<file path="src/hw/vu_pkg.sv">
`default_nettype none

package vu_pkg;

  //////////////////////////////////////////////////////////////////////
  // audio side
  //////////////////////////////////////////////////////////////////////

  // decimated mic sample, two's complement
  typedef logic signed [11:0] sample_t;

  // magnitude of a sample
  typedef logic [11:0] mag_t;

  // bar height in rows
  typedef logic [3:0] level_t;

  // top of the bar
  localparam level_t LEVEL_MAX = 4'd10;

  //////////////////////////////////////////////////////////////////////
  // frame bus, single transfer
  //////////////////////////////////////////////////////////////////////

  typedef logic [15:0] bus_adr_t;
  typedef logic [7:0]  bus_dat_t;

  // master to slave, 27 bits
  typedef struct packed {
    bus_adr_t adr;
    bus_dat_t dat;
    logic     we;
    logic     stb;
    logic     cyc;
  } bus_req_t;

  // slave to master, 9 bits
  typedef struct packed {
    bus_dat_t dat;
    logic     ack;
  } bus_rsp_t;

  // row pixel patterns
  localparam bus_dat_t ROW_LIT  = 8'hff;
  localparam bus_dat_t ROW_DARK = 8'h00;

endpackage

`default_nettype wire

</file>
<file path="src/hw/level_meter.sv">
`timescale 1ns/1ps
`default_nettype none

module level_meter #(
  parameter int UPDATE_COUNT = 60000
) (
  input  wire              clk,
  input  wire              reset_i,
  input  wire vu_pkg::sample_t sample_i,
  input  wire              sample_valid_i,
  output vu_pkg::level_t   level_o
);

  import vu_pkg::*;

  localparam int CNT_W = (UPDATE_COUNT > 1) ? $clog2(UPDATE_COUNT) : 1;

  //////////////////////////////////////////////////////////////////////
  // magnitude and peak tracking
  //////////////////////////////////////////////////////////////////////

  logic [CNT_W-1:0] win_cnt;
  logic             win_end;
  mag_t             cur_mag;
  mag_t             peak;
  mag_t             peak_next;

  // -2048 has no positive twin, clip it
  always_comb begin
    if (sample_i == 12'sh800) begin
      cur_mag = 12'd2047;
    end else if (sample_i[11]) begin
      cur_mag = mag_t'(-sample_i);
    end else begin
      cur_mag = mag_t'(sample_i);
    end
  end

  // peak including this cycle's sample
  assign peak_next = (sample_valid_i && (cur_mag > peak)) ? cur_mag : peak;

  // last cycle of the window
  assign win_end = (win_cnt == '0);

  // priority on highest set bit
  function automatic level_t map_level(input mag_t m);
    level_t lvl;
    if (m[11] || m[10]) lvl = LEVEL_MAX;
    else if (m[9])      lvl = 4'd8;
    else if (m[8])      lvl = 4'd6;
    else if (m[7])      lvl = 4'd4;
    else if (m[6])      lvl = 4'd3;
    else if (m[5])      lvl = 4'd2;
    else if (m[4])      lvl = 4'd1;
    else                lvl = 4'd0;
    return lvl;
  endfunction

  always_ff @(posedge clk) begin
    if (reset_i) begin
      win_cnt <= CNT_W'(UPDATE_COUNT - 1);
      peak    <= '0;
      level_o <= '0;
    end else if (win_end) begin
      // publish held peak, then start fresh
      win_cnt <= CNT_W'(UPDATE_COUNT - 1);
      level_o <= map_level(peak_next);
      peak    <= '0;
    end else begin
      win_cnt <= win_cnt - 1'b1;
      peak    <= peak_next;
    end
  end

  // bar writer relies on this bound
  a_level_range : assert property (
    @(posedge clk) disable iff (reset_i) level_o <= LEVEL_MAX
  );

endmodule

`default_nettype wire

</file>
<file path="src/hw/bar_writer.sv">
`timescale 1ns/1ps
`default_nettype none

module bar_writer #(
  parameter vu_pkg::bus_adr_t FRAME_BASE = 16'h0400,
  parameter int               NUM_ROWS   = 10
) (
  input  wire                 clk,
  input  wire                 reset_i,
  input  wire vu_pkg::level_t level_i,
  output vu_pkg::bus_req_t    req_o,
  input  wire                 ack_i
);

  import vu_pkg::*;

  typedef enum logic [1:0] {
    ST_IDLE,
    ST_REQ,
    ST_GAP
  } state_t;

  state_t     state;
  logic [3:0] row;
  level_t     wr_level;
  logic       wr_known;
  logic       last_row;

  assign last_row = (row == 4'(NUM_ROWS - 1));

  //////////////////////////////////////////////////////////////////////
  // pass sequencer
  //////////////////////////////////////////////////////////////////////

  always_ff @(posedge clk) begin
    if (reset_i) begin
      state    <= ST_IDLE;
      row      <= '0;
      wr_level <= '0;
      // nothing in the frame yet
      wr_known <= 1'b0;
    end else begin
      case (state)
        ST_IDLE: begin
          // new level starts a full pass from row 0
          if (!wr_known || (level_i != wr_level)) begin
            wr_level <= level_i;
            wr_known <= 1'b1;
            row      <= '0;
            state    <= ST_REQ;
          end
        end
        ST_REQ: begin
          if (ack_i) begin
            if (last_row) begin
              state <= ST_IDLE;
            end else begin
              row   <= row + 1'b1;
              state <= ST_GAP;
            end
          end
        end
        // cyc low for one cycle, reader may slip in here
        ST_GAP: state <= ST_REQ;
        default: state <= ST_IDLE;
      endcase
    end
  end

  //////////////////////////////////////////////////////////////////////
  // request, straight from registered state
  //////////////////////////////////////////////////////////////////////

  always_comb begin
    req_o.adr = FRAME_BASE + bus_adr_t'(row);
    // rows below the level are lit
    req_o.dat = (row < wr_level) ? ROW_LIT : ROW_DARK;
    req_o.we  = 1'b1;
    req_o.stb = (state == ST_REQ);
    req_o.cyc = (state == ST_REQ);
  end

  // held until the slave answers
  a_req_stable : assert property (
    @(posedge clk) disable iff (reset_i)
    (req_o.stb && !ack_i) |=> $stable(req_o)
  );

endmodule

`default_nettype wire

</file>
<file path="src/hw/scan_reader.sv">
`timescale 1ns/1ps
`default_nettype none

module scan_reader #(
  parameter vu_pkg::bus_adr_t FRAME_BASE = 16'h0400,
  parameter int               NUM_ROWS   = 10
) (
  input  wire                   clk,
  input  wire                   reset_i,
  output vu_pkg::bus_req_t      req_o,
  input  wire vu_pkg::bus_rsp_t rsp_i,
  output vu_pkg::bus_dat_t      row_dat_o,
  output logic [3:0]            row_idx_o,
  output logic                  row_valid_o,
  output logic                  frame_done_o
);

  import vu_pkg::*;

  typedef enum logic {
    ST_GAP,
    ST_REQ
  } state_t;

  state_t     state;
  logic [3:0] row;

  //////////////////////////////////////////////////////////////////////
  // row sequencer
  //////////////////////////////////////////////////////////////////////

  always_ff @(posedge clk) begin
    if (reset_i) begin
      state <= ST_GAP;
      row   <= '0;
    end else begin
      case (state)
        // bus released for a cycle between rows
        ST_GAP: state <= ST_REQ;
        ST_REQ: begin
          if (rsp_i.ack) begin
            state <= ST_GAP;
            // wrap after the last row
            if (row == 4'(NUM_ROWS - 1)) begin
              row <= '0;
            end else begin
              row <= row + 1'b1;
            end
          end
        end
        default: state <= ST_GAP;
      endcase
    end
  end

  // read only, data field unused by the slave
  always_comb begin
    req_o.adr = FRAME_BASE + bus_adr_t'(row);
    req_o.dat = '0;
    req_o.we  = 1'b0;
    req_o.stb = (state == ST_REQ);
    req_o.cyc = (state == ST_REQ);
  end

  //////////////////////////////////////////////////////////////////////
  // row strobes
  //////////////////////////////////////////////////////////////////////

  // payload latched on ack
  always_ff @(posedge clk) begin
    if (rsp_i.ack) begin
      row_dat_o <= rsp_i.dat;
      row_idx_o <= row;
    end
  end

  always_ff @(posedge clk) begin
    if (reset_i) begin
      row_valid_o  <= 1'b0;
      frame_done_o <= 1'b0;
    end else begin
      row_valid_o  <= (state == ST_REQ) && rsp_i.ack;
      // one cycle behind the last row's pulse
      frame_done_o <= row_valid_o && (row_idx_o == 4'(NUM_ROWS - 1));
    end
  end

endmodule

`default_nettype wire

</file>
<file path="src/hw/bus_arbiter.sv">
`timescale 1ns/1ps
`default_nettype none

module bus_arbiter (
  input  wire                   clk,
  input  wire                   reset_i,
  input  wire vu_pkg::bus_req_t wr_req_i,
  input  wire vu_pkg::bus_req_t rd_req_i,
  output logic                  wr_ack_o,
  output vu_pkg::bus_rsp_t      rd_rsp_o,
  output vu_pkg::bus_req_t      mem_req_o,
  input  wire vu_pkg::bus_rsp_t mem_rsp_i
);

  import vu_pkg::*;

  typedef enum logic [1:0] {
    GNT_IDLE,
    GNT_WR,
    GNT_RD
  } gnt_t;

  gnt_t gnt_q;
  gnt_t gnt_d;

  //////////////////////////////////////////////////////////////////////
  // grant with lock
  //////////////////////////////////////////////////////////////////////

  // owner keeps the bus while its cyc is high
  always_comb begin
    case (gnt_q)
      GNT_WR:  gnt_d = wr_req_i.cyc ? GNT_WR : (rd_req_i.cyc ? GNT_RD : GNT_IDLE);
      GNT_RD:  gnt_d = rd_req_i.cyc ? GNT_RD : (wr_req_i.cyc ? GNT_WR : GNT_IDLE);
      // idle bus, writer first
      default: gnt_d = wr_req_i.cyc ? GNT_WR : (rd_req_i.cyc ? GNT_RD : GNT_IDLE);
    endcase
  end

  always_ff @(posedge clk) begin
    if (reset_i) begin
      gnt_q <= GNT_IDLE;
    end else begin
      gnt_q <= gnt_d;
    end
  end

  // blocked master is not forwarded
  always_comb begin
    case (gnt_d)
      GNT_WR:  mem_req_o = wr_req_i;
      GNT_RD:  mem_req_o = rd_req_i;
      default: mem_req_o = '0;
    endcase
  end

  //////////////////////////////////////////////////////////////////////
  // response routing
  //////////////////////////////////////////////////////////////////////

  // ack follows the owner of the transfer
  assign wr_ack_o     = mem_rsp_i.ack && (gnt_q == GNT_WR);
  assign rd_rsp_o.ack = mem_rsp_i.ack && (gnt_q == GNT_RD);
  // data goes everywhere, only the acked one looks
  assign rd_rsp_o.dat = mem_rsp_i.dat;

  a_one_ack : assert property (
    @(posedge clk) disable iff (reset_i) !(wr_ack_o && rd_rsp_o.ack)
  );

  // ack only lands on a master that asked for it and still holds its cycle
  a_wr_ack_owner : assert property (
    @(posedge clk) disable iff (reset_i)
    wr_ack_o |-> (wr_req_i.cyc && $past(wr_req_i.stb))
  );

  a_rd_ack_owner : assert property (
    @(posedge clk) disable iff (reset_i)
    rd_rsp_o.ack |-> (rd_req_i.cyc && $past(rd_req_i.stb))
  );

endmodule

`default_nettype wire

</file>
<file path="src/hw/frame_ram.sv">
`timescale 1ns/1ps
`default_nettype none

module frame_ram #(
  parameter vu_pkg::bus_adr_t FRAME_BASE = 16'h0400
) (
  input  wire                   clk,
  input  wire                   reset_i,
  input  wire vu_pkg::bus_req_t req_i,
  output vu_pkg::bus_rsp_t      rsp_o
);

  import vu_pkg::*;

  bus_dat_t mem [16];
  bus_dat_t rd_dat;
  logic     ack_q;
  logic     hit;

  // 16 byte window at the frame base
  assign hit = (req_i.adr[15:4] == FRAME_BASE[15:4]);

  // one ack per request, never back to back
  always_ff @(posedge clk) begin
    if (reset_i) begin
      ack_q <= 1'b0;
    end else begin
      ack_q <= req_i.cyc && req_i.stb && hit && !ack_q;
    end
  end

  // store on ack, request still held by the master
  always_ff @(posedge clk) begin
    if (ack_q && req_i.we && hit) begin
      mem[req_i.adr[3:0]] <= req_i.dat;
    end
    rd_dat <= mem[req_i.adr[3:0]];
  end

  assign rsp_o.dat = rd_dat;
  assign rsp_o.ack = ack_q;

  a_ack_after_stb : assert property (
    @(posedge clk) disable iff (reset_i) rsp_o.ack |-> $past(req_i.stb)
  );

endmodule

`default_nettype wire

</file>
<file path="src/hw/vu_top.sv">
`timescale 1ns/1ps
`default_nettype none

module vu_top #(
  parameter int               UPDATE_COUNT = 60000,
  parameter vu_pkg::bus_adr_t FRAME_BASE   = 16'h0400,
  parameter int               NUM_ROWS     = 10
) (
  input  wire                  clk,
  input  wire                  reset_i,
  input  wire vu_pkg::sample_t sample_i,
  input  wire                  sample_valid_i,
  output vu_pkg::level_t       level_o,
  output vu_pkg::bus_dat_t     row_dat_o,
  output logic [3:0]           row_idx_o,
  output logic                 row_valid_o,
  output logic                 frame_done_o
);

  import vu_pkg::*;

  //////////////////////////////////////////////////////////////////////
  // frame bus wiring
  //////////////////////////////////////////////////////////////////////

  bus_req_t wr_req;
  bus_req_t rd_req;
  bus_req_t mem_req;
  bus_rsp_t rd_rsp;
  bus_rsp_t mem_rsp;
  logic     wr_ack;

  // peak meter, drives the bar and the output
  level_meter #(
    .UPDATE_COUNT ( UPDATE_COUNT )
  ) level_meter_i (
    .clk            ( clk            ),
    .reset_i        ( reset_i        ),
    .sample_i       ( sample_i       ),
    .sample_valid_i ( sample_valid_i ),
    .level_o        ( level_o        )
  );

  // writer master, priority on an idle bus
  bar_writer #(
    .FRAME_BASE ( FRAME_BASE ),
    .NUM_ROWS   ( NUM_ROWS   )
  ) bar_writer_i (
    .clk     ( clk     ),
    .reset_i ( reset_i ),
    .level_i ( level_o ),
    .req_o   ( wr_req  ),
    .ack_i   ( wr_ack  )
  );

  // display side, reads without pause
  scan_reader #(
    .FRAME_BASE ( FRAME_BASE ),
    .NUM_ROWS   ( NUM_ROWS   )
  ) scan_reader_i (
    .clk          ( clk          ),
    .reset_i      ( reset_i      ),
    .req_o        ( rd_req       ),
    .rsp_i        ( rd_rsp       ),
    .row_dat_o    ( row_dat_o    ),
    .row_idx_o    ( row_idx_o    ),
    .row_valid_o  ( row_valid_o  ),
    .frame_done_o ( frame_done_o )
  );

  bus_arbiter bus_arbiter_i (
    .clk       ( clk     ),
    .reset_i   ( reset_i ),
    .wr_req_i  ( wr_req  ),
    .rd_req_i  ( rd_req  ),
    .wr_ack_o  ( wr_ack  ),
    .rd_rsp_o  ( rd_rsp  ),
    .mem_req_o ( mem_req ),
    .mem_rsp_i ( mem_rsp )
  );

  frame_ram #(
    .FRAME_BASE ( FRAME_BASE )
  ) frame_ram_i (
    .clk     ( clk     ),
    .reset_i ( reset_i ),
    .req_i   ( mem_req ),
    .rsp_o   ( mem_rsp )
  );

endmodule

`default_nettype wire

</file>
<file path="config.mk">
export PLATFORM = sky130hd
export DESIGN_NAME = vu_top
export DESIGN_NICKNAME = d
export VERILOG_FILES = /design/src/hw/vu_pkg.sv /design/src/hw/level_meter.sv /design/src/hw/bar_writer.sv /design/src/hw/scan_reader.sv /design/src/hw/bus_arbiter.sv /design/src/hw/frame_ram.sv /design/src/hw/vu_top.sv
export SDC_FILE = /design/constraint.sdc
export NUM_CORES = 1
export LEC_CHECK = 0
export BUFFER_PORTS_ARGS = -buffer_cell sky130_fd_sc_hd__buf_2
export CORE_AREA = 2 2 103 105
export CTS_CLUSTER_SIZE = 20
export DETAILED_ROUTE_END_ITERATION = 8
export DIE_AREA = 0 0 105 107
export PLACE_DENSITY = 0.56
export SYNTH_ARGS = -nofsm -noshare
export SYNTH_HDL_FRONTEND = slang
export SYNTH_SLANG_ARGS = --single-unit
</file>
<file path="constraint.sdc">
create_clock -name clk -period 3.47 [get_ports clk]
set_input_delay 0.1735 -clock clk [delete_from_list [all_inputs] [get_ports clk]]
set_output_delay 0.1735 -clock clk [all_outputs]
set_load 0.01 [all_outputs]
</file>
; Yosys cells after proc, flatten, opt, wreduce, memory -nomap -nowiden
; Memory sizes are Yosys's and may differ from the RTL's. A register that Yosys moved wholly into a read port is not among the register bits.
; Cells that the tools add are included.
[op_classes]
n_eq_ne = 15
bitwise = 1
muxes = 30
add_sub_neg = 6
n_reduce_logical = 22
magnitude_cmp = 2
[op_table]
columns = op, n
row1 = $pmux W23 S2, 1
row2 = $mux W4, 10
row3 = $mux W12, 3
row4 = $add A11 B4 Y12 const A, 2
row5 = $logic_not A16 Y1, 1
row6 = $sub A16 B1 Y16 const B, 1
row7 = $mux W2, 7
row8 = $eq A12 B12 Y1 const B, 1
row9 = $eq A4 B4 Y1 const B, 3
row10 = $gt A12 B12 Y1, 1
row11 = $neg A12 Y12, 1
row12 = $logic_and A1 B1 Y1, 10
row13 = $add A4 B1 Y4 const B, 2
row14 = $eq A8 B7 Y1 const B, 1
row15 = $mux W8, 1
row16 = $pmux W4 S2, 1
row17 = $eq A2 B1 Y1 const B, 3
row18 = $eq A2 B2 Y1 const B, 3
row19 = $pmux W2 S3, 1
row20 = $reduce_and A2 Y1, 3
row21 = $mux W1, 5
row22 = $lt A4 B4 Y1, 1
row23 = $ne A2 B2 Y1 const B, 2
row24 = $ne A4 B4 Y1, 1
row25 = other kinds (9), 11
[totals]
ramBits = 128
elab_cells = 93
regBits = 65
mem_count = 1
inputBits = 15
[memory_table]
columns = memory, words, word_bits, read_ports, rd_ports_with_merged_regs, write_ports, line_no
row1 = frame_ram_i.mem, 16, 8, 1, 1, 1, frame_ram.sv:15  ; bus_dat_t mem [16];

; Depth between registers and ports, before layout
[depth]
ltp_word = 13
depth_mapped = 16

; Modules after synthesis
; Synthesis repeated with hierarchy kept, for this count alone.
[unflattened]
cells_unflattened = 699
hier_area_um2 = 9287.7
[by_module_without_submodules]
columns = mod, area_each_um2, cells_each, seq_area_each_um2, n_inst
row1 = frame_ram, 5246.3, 241, 4023.9, 1
row2 = level_meter, 1968.1, 244, 640.6, 1
row3 = bar_writer, 814.5, 100, 220.2, 1
row4 = scan_reader, 812.0, 63, 500.5, 1
row5 = bus_arbiter, 446.7, 51, 40.0, 1

; Least setup slack after synthesis
; No wires, ideal clock.
[synth_path]
path_type = in2reg
from = input port sample_i[1]
to = register level_meter_i.peak[11]
arrival_time_ns = 3.567
path_buffers = 1
required_time_ns = 3.356
stages = 13
path_slack_ns = -0.211
cell_sequence = inv_1 ha_1 or4b_4 or3_4 o211a_1 a311oi_4 ha_1 a21oi_1 o21ai_0 o31ai_1 clkbuf_1 mux2i_1 nor2_1
[synth_via]
elab_chain_cells = 6
word_cells_on_any_way = 7
[synth_rtl]
columns = element, line_no
row1 = from (decl), vu_top.sv:11  ; input wire vu_pkg::sample_t sample_i,
row2 = $neg A12 Y12, level_meter.sv:33  ; cur_mag = mag_t'(-sample_i);
row3 = $mux W12, level_meter.sv:32  ; end else if (sample_i[11]) begin
row4 = $mux W12 (*), level_meter.sv:30  ; if (sample_i == 12'sh800) begin
row5 = $gt A12 B12 Y1, level_meter.sv:40  ; assign peak_next = (sample_valid_i && (cur_mag > peak)) ? cur_mag : peak;
row6 = $logic_and A1 B1 Y1, level_meter.sv:40
row7 = $mux W12 (*), level_meter.sv:40
row8 = to (signal assigned), level_meter.sv:71  ; peak <= peak_next;
row9 = to (decl), level_meter.sv:25  ; mag_t peak;
; Mark *: on every way between the ends. The rest lies on a longest branch, timed or not.
; A chain may end at the register's enable or synchronous reset.

; Worst setup path in the final report
[layout_path]
from = input port sample_i[1]
to = register level_meter_i.level_o[0]
[layout_via]
elab_chain_cells = 13
word_cells_on_any_way = 15
[layout_rtl]
columns = element, line_no
row1 = $neg A12 Y12, level_meter.sv:33
row2 = $mux W12, level_meter.sv:32
row3 = $mux W12 (*), level_meter.sv:30
row4 = $gt A12 B12 Y1, level_meter.sv:40
row5 = $logic_and A1 B1 Y1, level_meter.sv:40
row6 = $mux W12 (*), level_meter.sv:40
row7 = $mux W1, level_meter.sv:54  ; else if (m[4]) lvl = 4'd1;
row8 = $mux W4, level_meter.sv:53  ; else if (m[5]) lvl = 4'd2;
row9 = $mux W4, level_meter.sv:52  ; else if (m[6]) lvl = 4'd3;
row10 = $mux W4, level_meter.sv:51  ; else if (m[7]) lvl = 4'd4;
row11 = $mux W4, level_meter.sv:50  ; else if (m[8]) lvl = 4'd6;
row12 = $mux W4, level_meter.sv:49  ; else if (m[9]) lvl = 4'd8;
row13 = $mux W4 (*), level_meter.sv:48  ; if (m[11] || m[10]) lvl = LEVEL_MAX;
row14 = to (signal assigned), level_meter.sv:67  ; level_o <= map_level(peak_next);
row15 = to (signal assigned), level_meter.sv:77  ; @(posedge clk) disable iff (reset_i) level_o <= LEVEL_MAX
row16 = to (decl), level_meter.sv:11  ; output vu_pkg::level_t level_o
; Marks and branches as above.

==> impl_metrics.ini <==
[outcome]
status = completed

[sta]
finalSetupViolCount = 0
grt_setup_unrepaired = false
min_period_ps = 3270
fin_crit_sh_pct = 94.2
fin_skew_ps = 11.5
fin_ws_ps = 202
drv_slew = 0
holdWs_ps = 289
fmax_mhz = 306
relSlewSlack_pct = 52.8
final_hold_viol_count = 0
tightest_slew_ps = 705

[critical_path]
required_ps = 3760
arrival_ps = 3560
crit_path_end_kind = flip-flop
path_max_fanout = 20
crit_type = input pin to flip-flop
startpoint_type = input pin
r2r_start = bar_writer_i.state[0]
worstSetupStartpoint = sample_i[1]
rr_worst_depth = 8

[logic_synthesis]
seq_area_frac_synth_pct = 43.6
netlist_area_um2 = 3930
ys_async_sr_fraction_pct = 0
ys_warn_count = 0
synth-edff-count = 21
syn-num-nets = 463
synthCells = 427
synth.area.top_cells = dfxtp_1 28%, edfxtp_1 16%, ha_1 6.7%, nor2_1 5.8%, a21oi_1 3.3%
yosys_register_bits = 75
syn_avg_cell_area_um2 = 9.20
synthFlopType = dfxtp_1
yosysTopAreaCell = dfxtp_1
synth_top_area_share_pct = 27.5
synth_cell_types = 55

[power]
pwr_density_cell_nw_per_um2 = 418
cellLeakagePower_nw = 1.67
peakVddDrop_v = 0.000294

[detailed_routing]
antenna_left = 0
first_pass_iters = 5
drc = 0
dr.max_layer_used = met4
vias = 3077
vias_per_cell = 5.05
route.met2.wl_um = 4080
wl_um = 7830
drt_iter0_markers = 135
route.met3.wl_um = 239
wl_met1_um = 3420
post_drt_wl_per_cell_um = 12.9

[clock_network]
clk_pin_slew_ps = 90
cts_root_buffer = clkbuf_8
cts_hold_buf = 0
clock_path_buffers = 2
cts_tree = done
cts_sinks = 75
htree_num_levels = 3
clk_latency_ps = 340
post_cts_buffers = 0
cts_buffers = 9

[placed_design]
dpl_worst_slack_ps = -208
dp_hpwl_um = 5820
gp_congestion = 0.785
place_area_um2 = 4300
port_buffers = 32

[floorplan]
pin_count = 33
start_util_pct = 38.9
die_w_um = 105
coreArea_um2 = 10100
placementRows = 37
die_h_um = 107
fp.dieArea_um2 = 11200

[grt]
grt_max_degree = 29
grt_usage_pct = 14.6
gr-total-overflow = 0
antenna_found_initial = 0
grt_pass1_vias = 2971
grt_pass1_wl_um = 13300

[final_layout]
nets = 504
final_cell_area_um2 = 4490
antenna_cells = 0
drive_gt1_share_pct = 16.3
layout-area-overhead-vs-synth_pct = 14.4

[min_path]
worstHoldStart = reset_i
min_path_cells = 2
hp-class = input pin to flip-flop

[run]
cap_violations = 0
report_power, final:
part           switching [mW]  leakage (nW)  internal (mW)
logic                   0.162         0.968          0.118
registers              0.0170         0.608          0.921
clock network           0.329        0.0889          0.333
final cells by class:
type	count	area [um^2]
multi-input cells	309	2040
clock inverters	6	66.3
well taps	136	170
clock buffers	10	128
flip-flops and latches	75	1710
inverters	23	86.3
repair buffers	50	295
fillers	1009	5600
per-stage QoR:
| stage | setup TNS, ps | total power, mW | std cells | utilization (%) |
|---|---|---|---|---|
| floorplan | 0 | 1.16 | 427 | - |
| global placement | -231 | 1.24 | 593 | 42.6 |
| detailed placement | -980 | 1.24 | 593 | 42.6 |
| CTS | 0 | 1.91 | 609 | 44.5 |
| global route | 0 | 1.98 | 609 | 44.5 |
| finish | 0 | 1.88 | 609 | 44.5 |
kinds of logic (layout without fill, tap and decap cells):
group                    after synthesis  after routing  share of synthesized area (%)
AO/OA/AOI/OAI                         84             84                           14.4
XOR/XNOR                              23             23                           5.13
adder cells (fa/ha/maj)               21             21                           6.69
buffers and inverters                 43             89                           5.03
flip-flops                            75             75                           43.6
multiplexers                          11             11                           3.76
AND/OR/NAND/NOR                      170            170                           21.4
repair_timing:
item                                    in CTS  in global routing
endpoints found under the hold margin        0                  0
gates resized for setup                      0                  1
endpoints found under the setup margin       0                  2
layout by cell type (no fill, tap or decap), types with 16 or more instances in the layout:
master,instances
a21oi_1,26
buf_4,18
dfxtp_1,54
inv_1,23
o21ai_0,19
nor3_1,16
buf_2,32
nor2_1,61
edfxtp_1,21
nand2_1,34
ha_1,21
state kept, by name, indices dropped and copies added (netlist names):
| register | cells |
|---|---|
| bar_writer_i.row | 4 |
| bar_writer_i.state | 2 |
| bar_writer_i.wr_known | 1 |
| bar_writer_i.wr_level | 4 |
| bus_arbiter_i.gnt_q | 2 |
| frame_ram_i.ack_q | 1 |
| frame_ram_i.mem | 16 |
| frame_ram_i.rd_dat | 1 |
| level_meter_i.level_o | 4 |
| level_meter_i.peak | 12 |
| level_meter_i.win_cnt | 16 |
| scan_reader_i.frame_done_o | 1 |
| scan_reader_i.row | 4 |
| scan_reader_i.row_dat_o | 1 |
| scan_reader_i.row_idx_o | 4 |
| scan_reader_i.row_valid_o | 1 |
| scan_reader_i.state | 1 |
Yosys cell counts (3+ instances only):
| cell | number |
|---|---|
| dfxtp_1 | 54 |
| nand3b_1 | 3 |
| a21oi_1 | 26 |
| nand2_1 | 34 |
| or3_1 | 7 |
| buf_4 | 7 |
| clkbuf_1 | 10 |
| inv_1 | 23 |
| a211oi_1 | 8 |
| nand2b_1 | 6 |
| nor3_1 | 16 |
| mux4_2 | 3 |
| o211ai_1 | 6 |
| xnor2_1 | 11 |
| mux2i_1 | 8 |
| or4_1 | 4 |
| nor2_1 | 61 |
| xor2_1 | 12 |
| nand4_1 | 3 |
| o31ai_1 | 5 |
| nor4_1 | 4 |
| ha_1 | 21 |
| nand3_1 | 7 |
| a22oi_1 | 5 |
| edfxtp_1 | 21 |
| nor2b_1 | 9 |
| o21ai_0 | 19 |
path summary, 6_finish.rpt:
kind / slack (ps) / end
worst max-delay path: 200 / level_meter_i.level_o[0]
worst min-delay path: 290 / scan_reader_i.row[1]
worst max register to register: 680 / frame_ram_i.rd_dat[6]
worst min register to register: 390 / level_meter_i.win_cnt[0]
critical path, stage by stage:
cell and delay [ps]:
buf_2 100, inv_1 60, ha_1 180, or4b_4 480
or3_4 360, or4_1 470, o211a_2 140, ha_1 270
nand4_1 100, o311a_1 390, o31ai_4 90, buf_4 300
nand3_1 160, o31ai_4 90, a32o_1 190
per-layer routing:
layer  up-vias  track usage (%)
met2        42             27.4
li1       1589                -
met5         -                0
met4         0             4.86
met3         6             4.07
met1      1440             15.9
(Power assumes the default switching activity.)
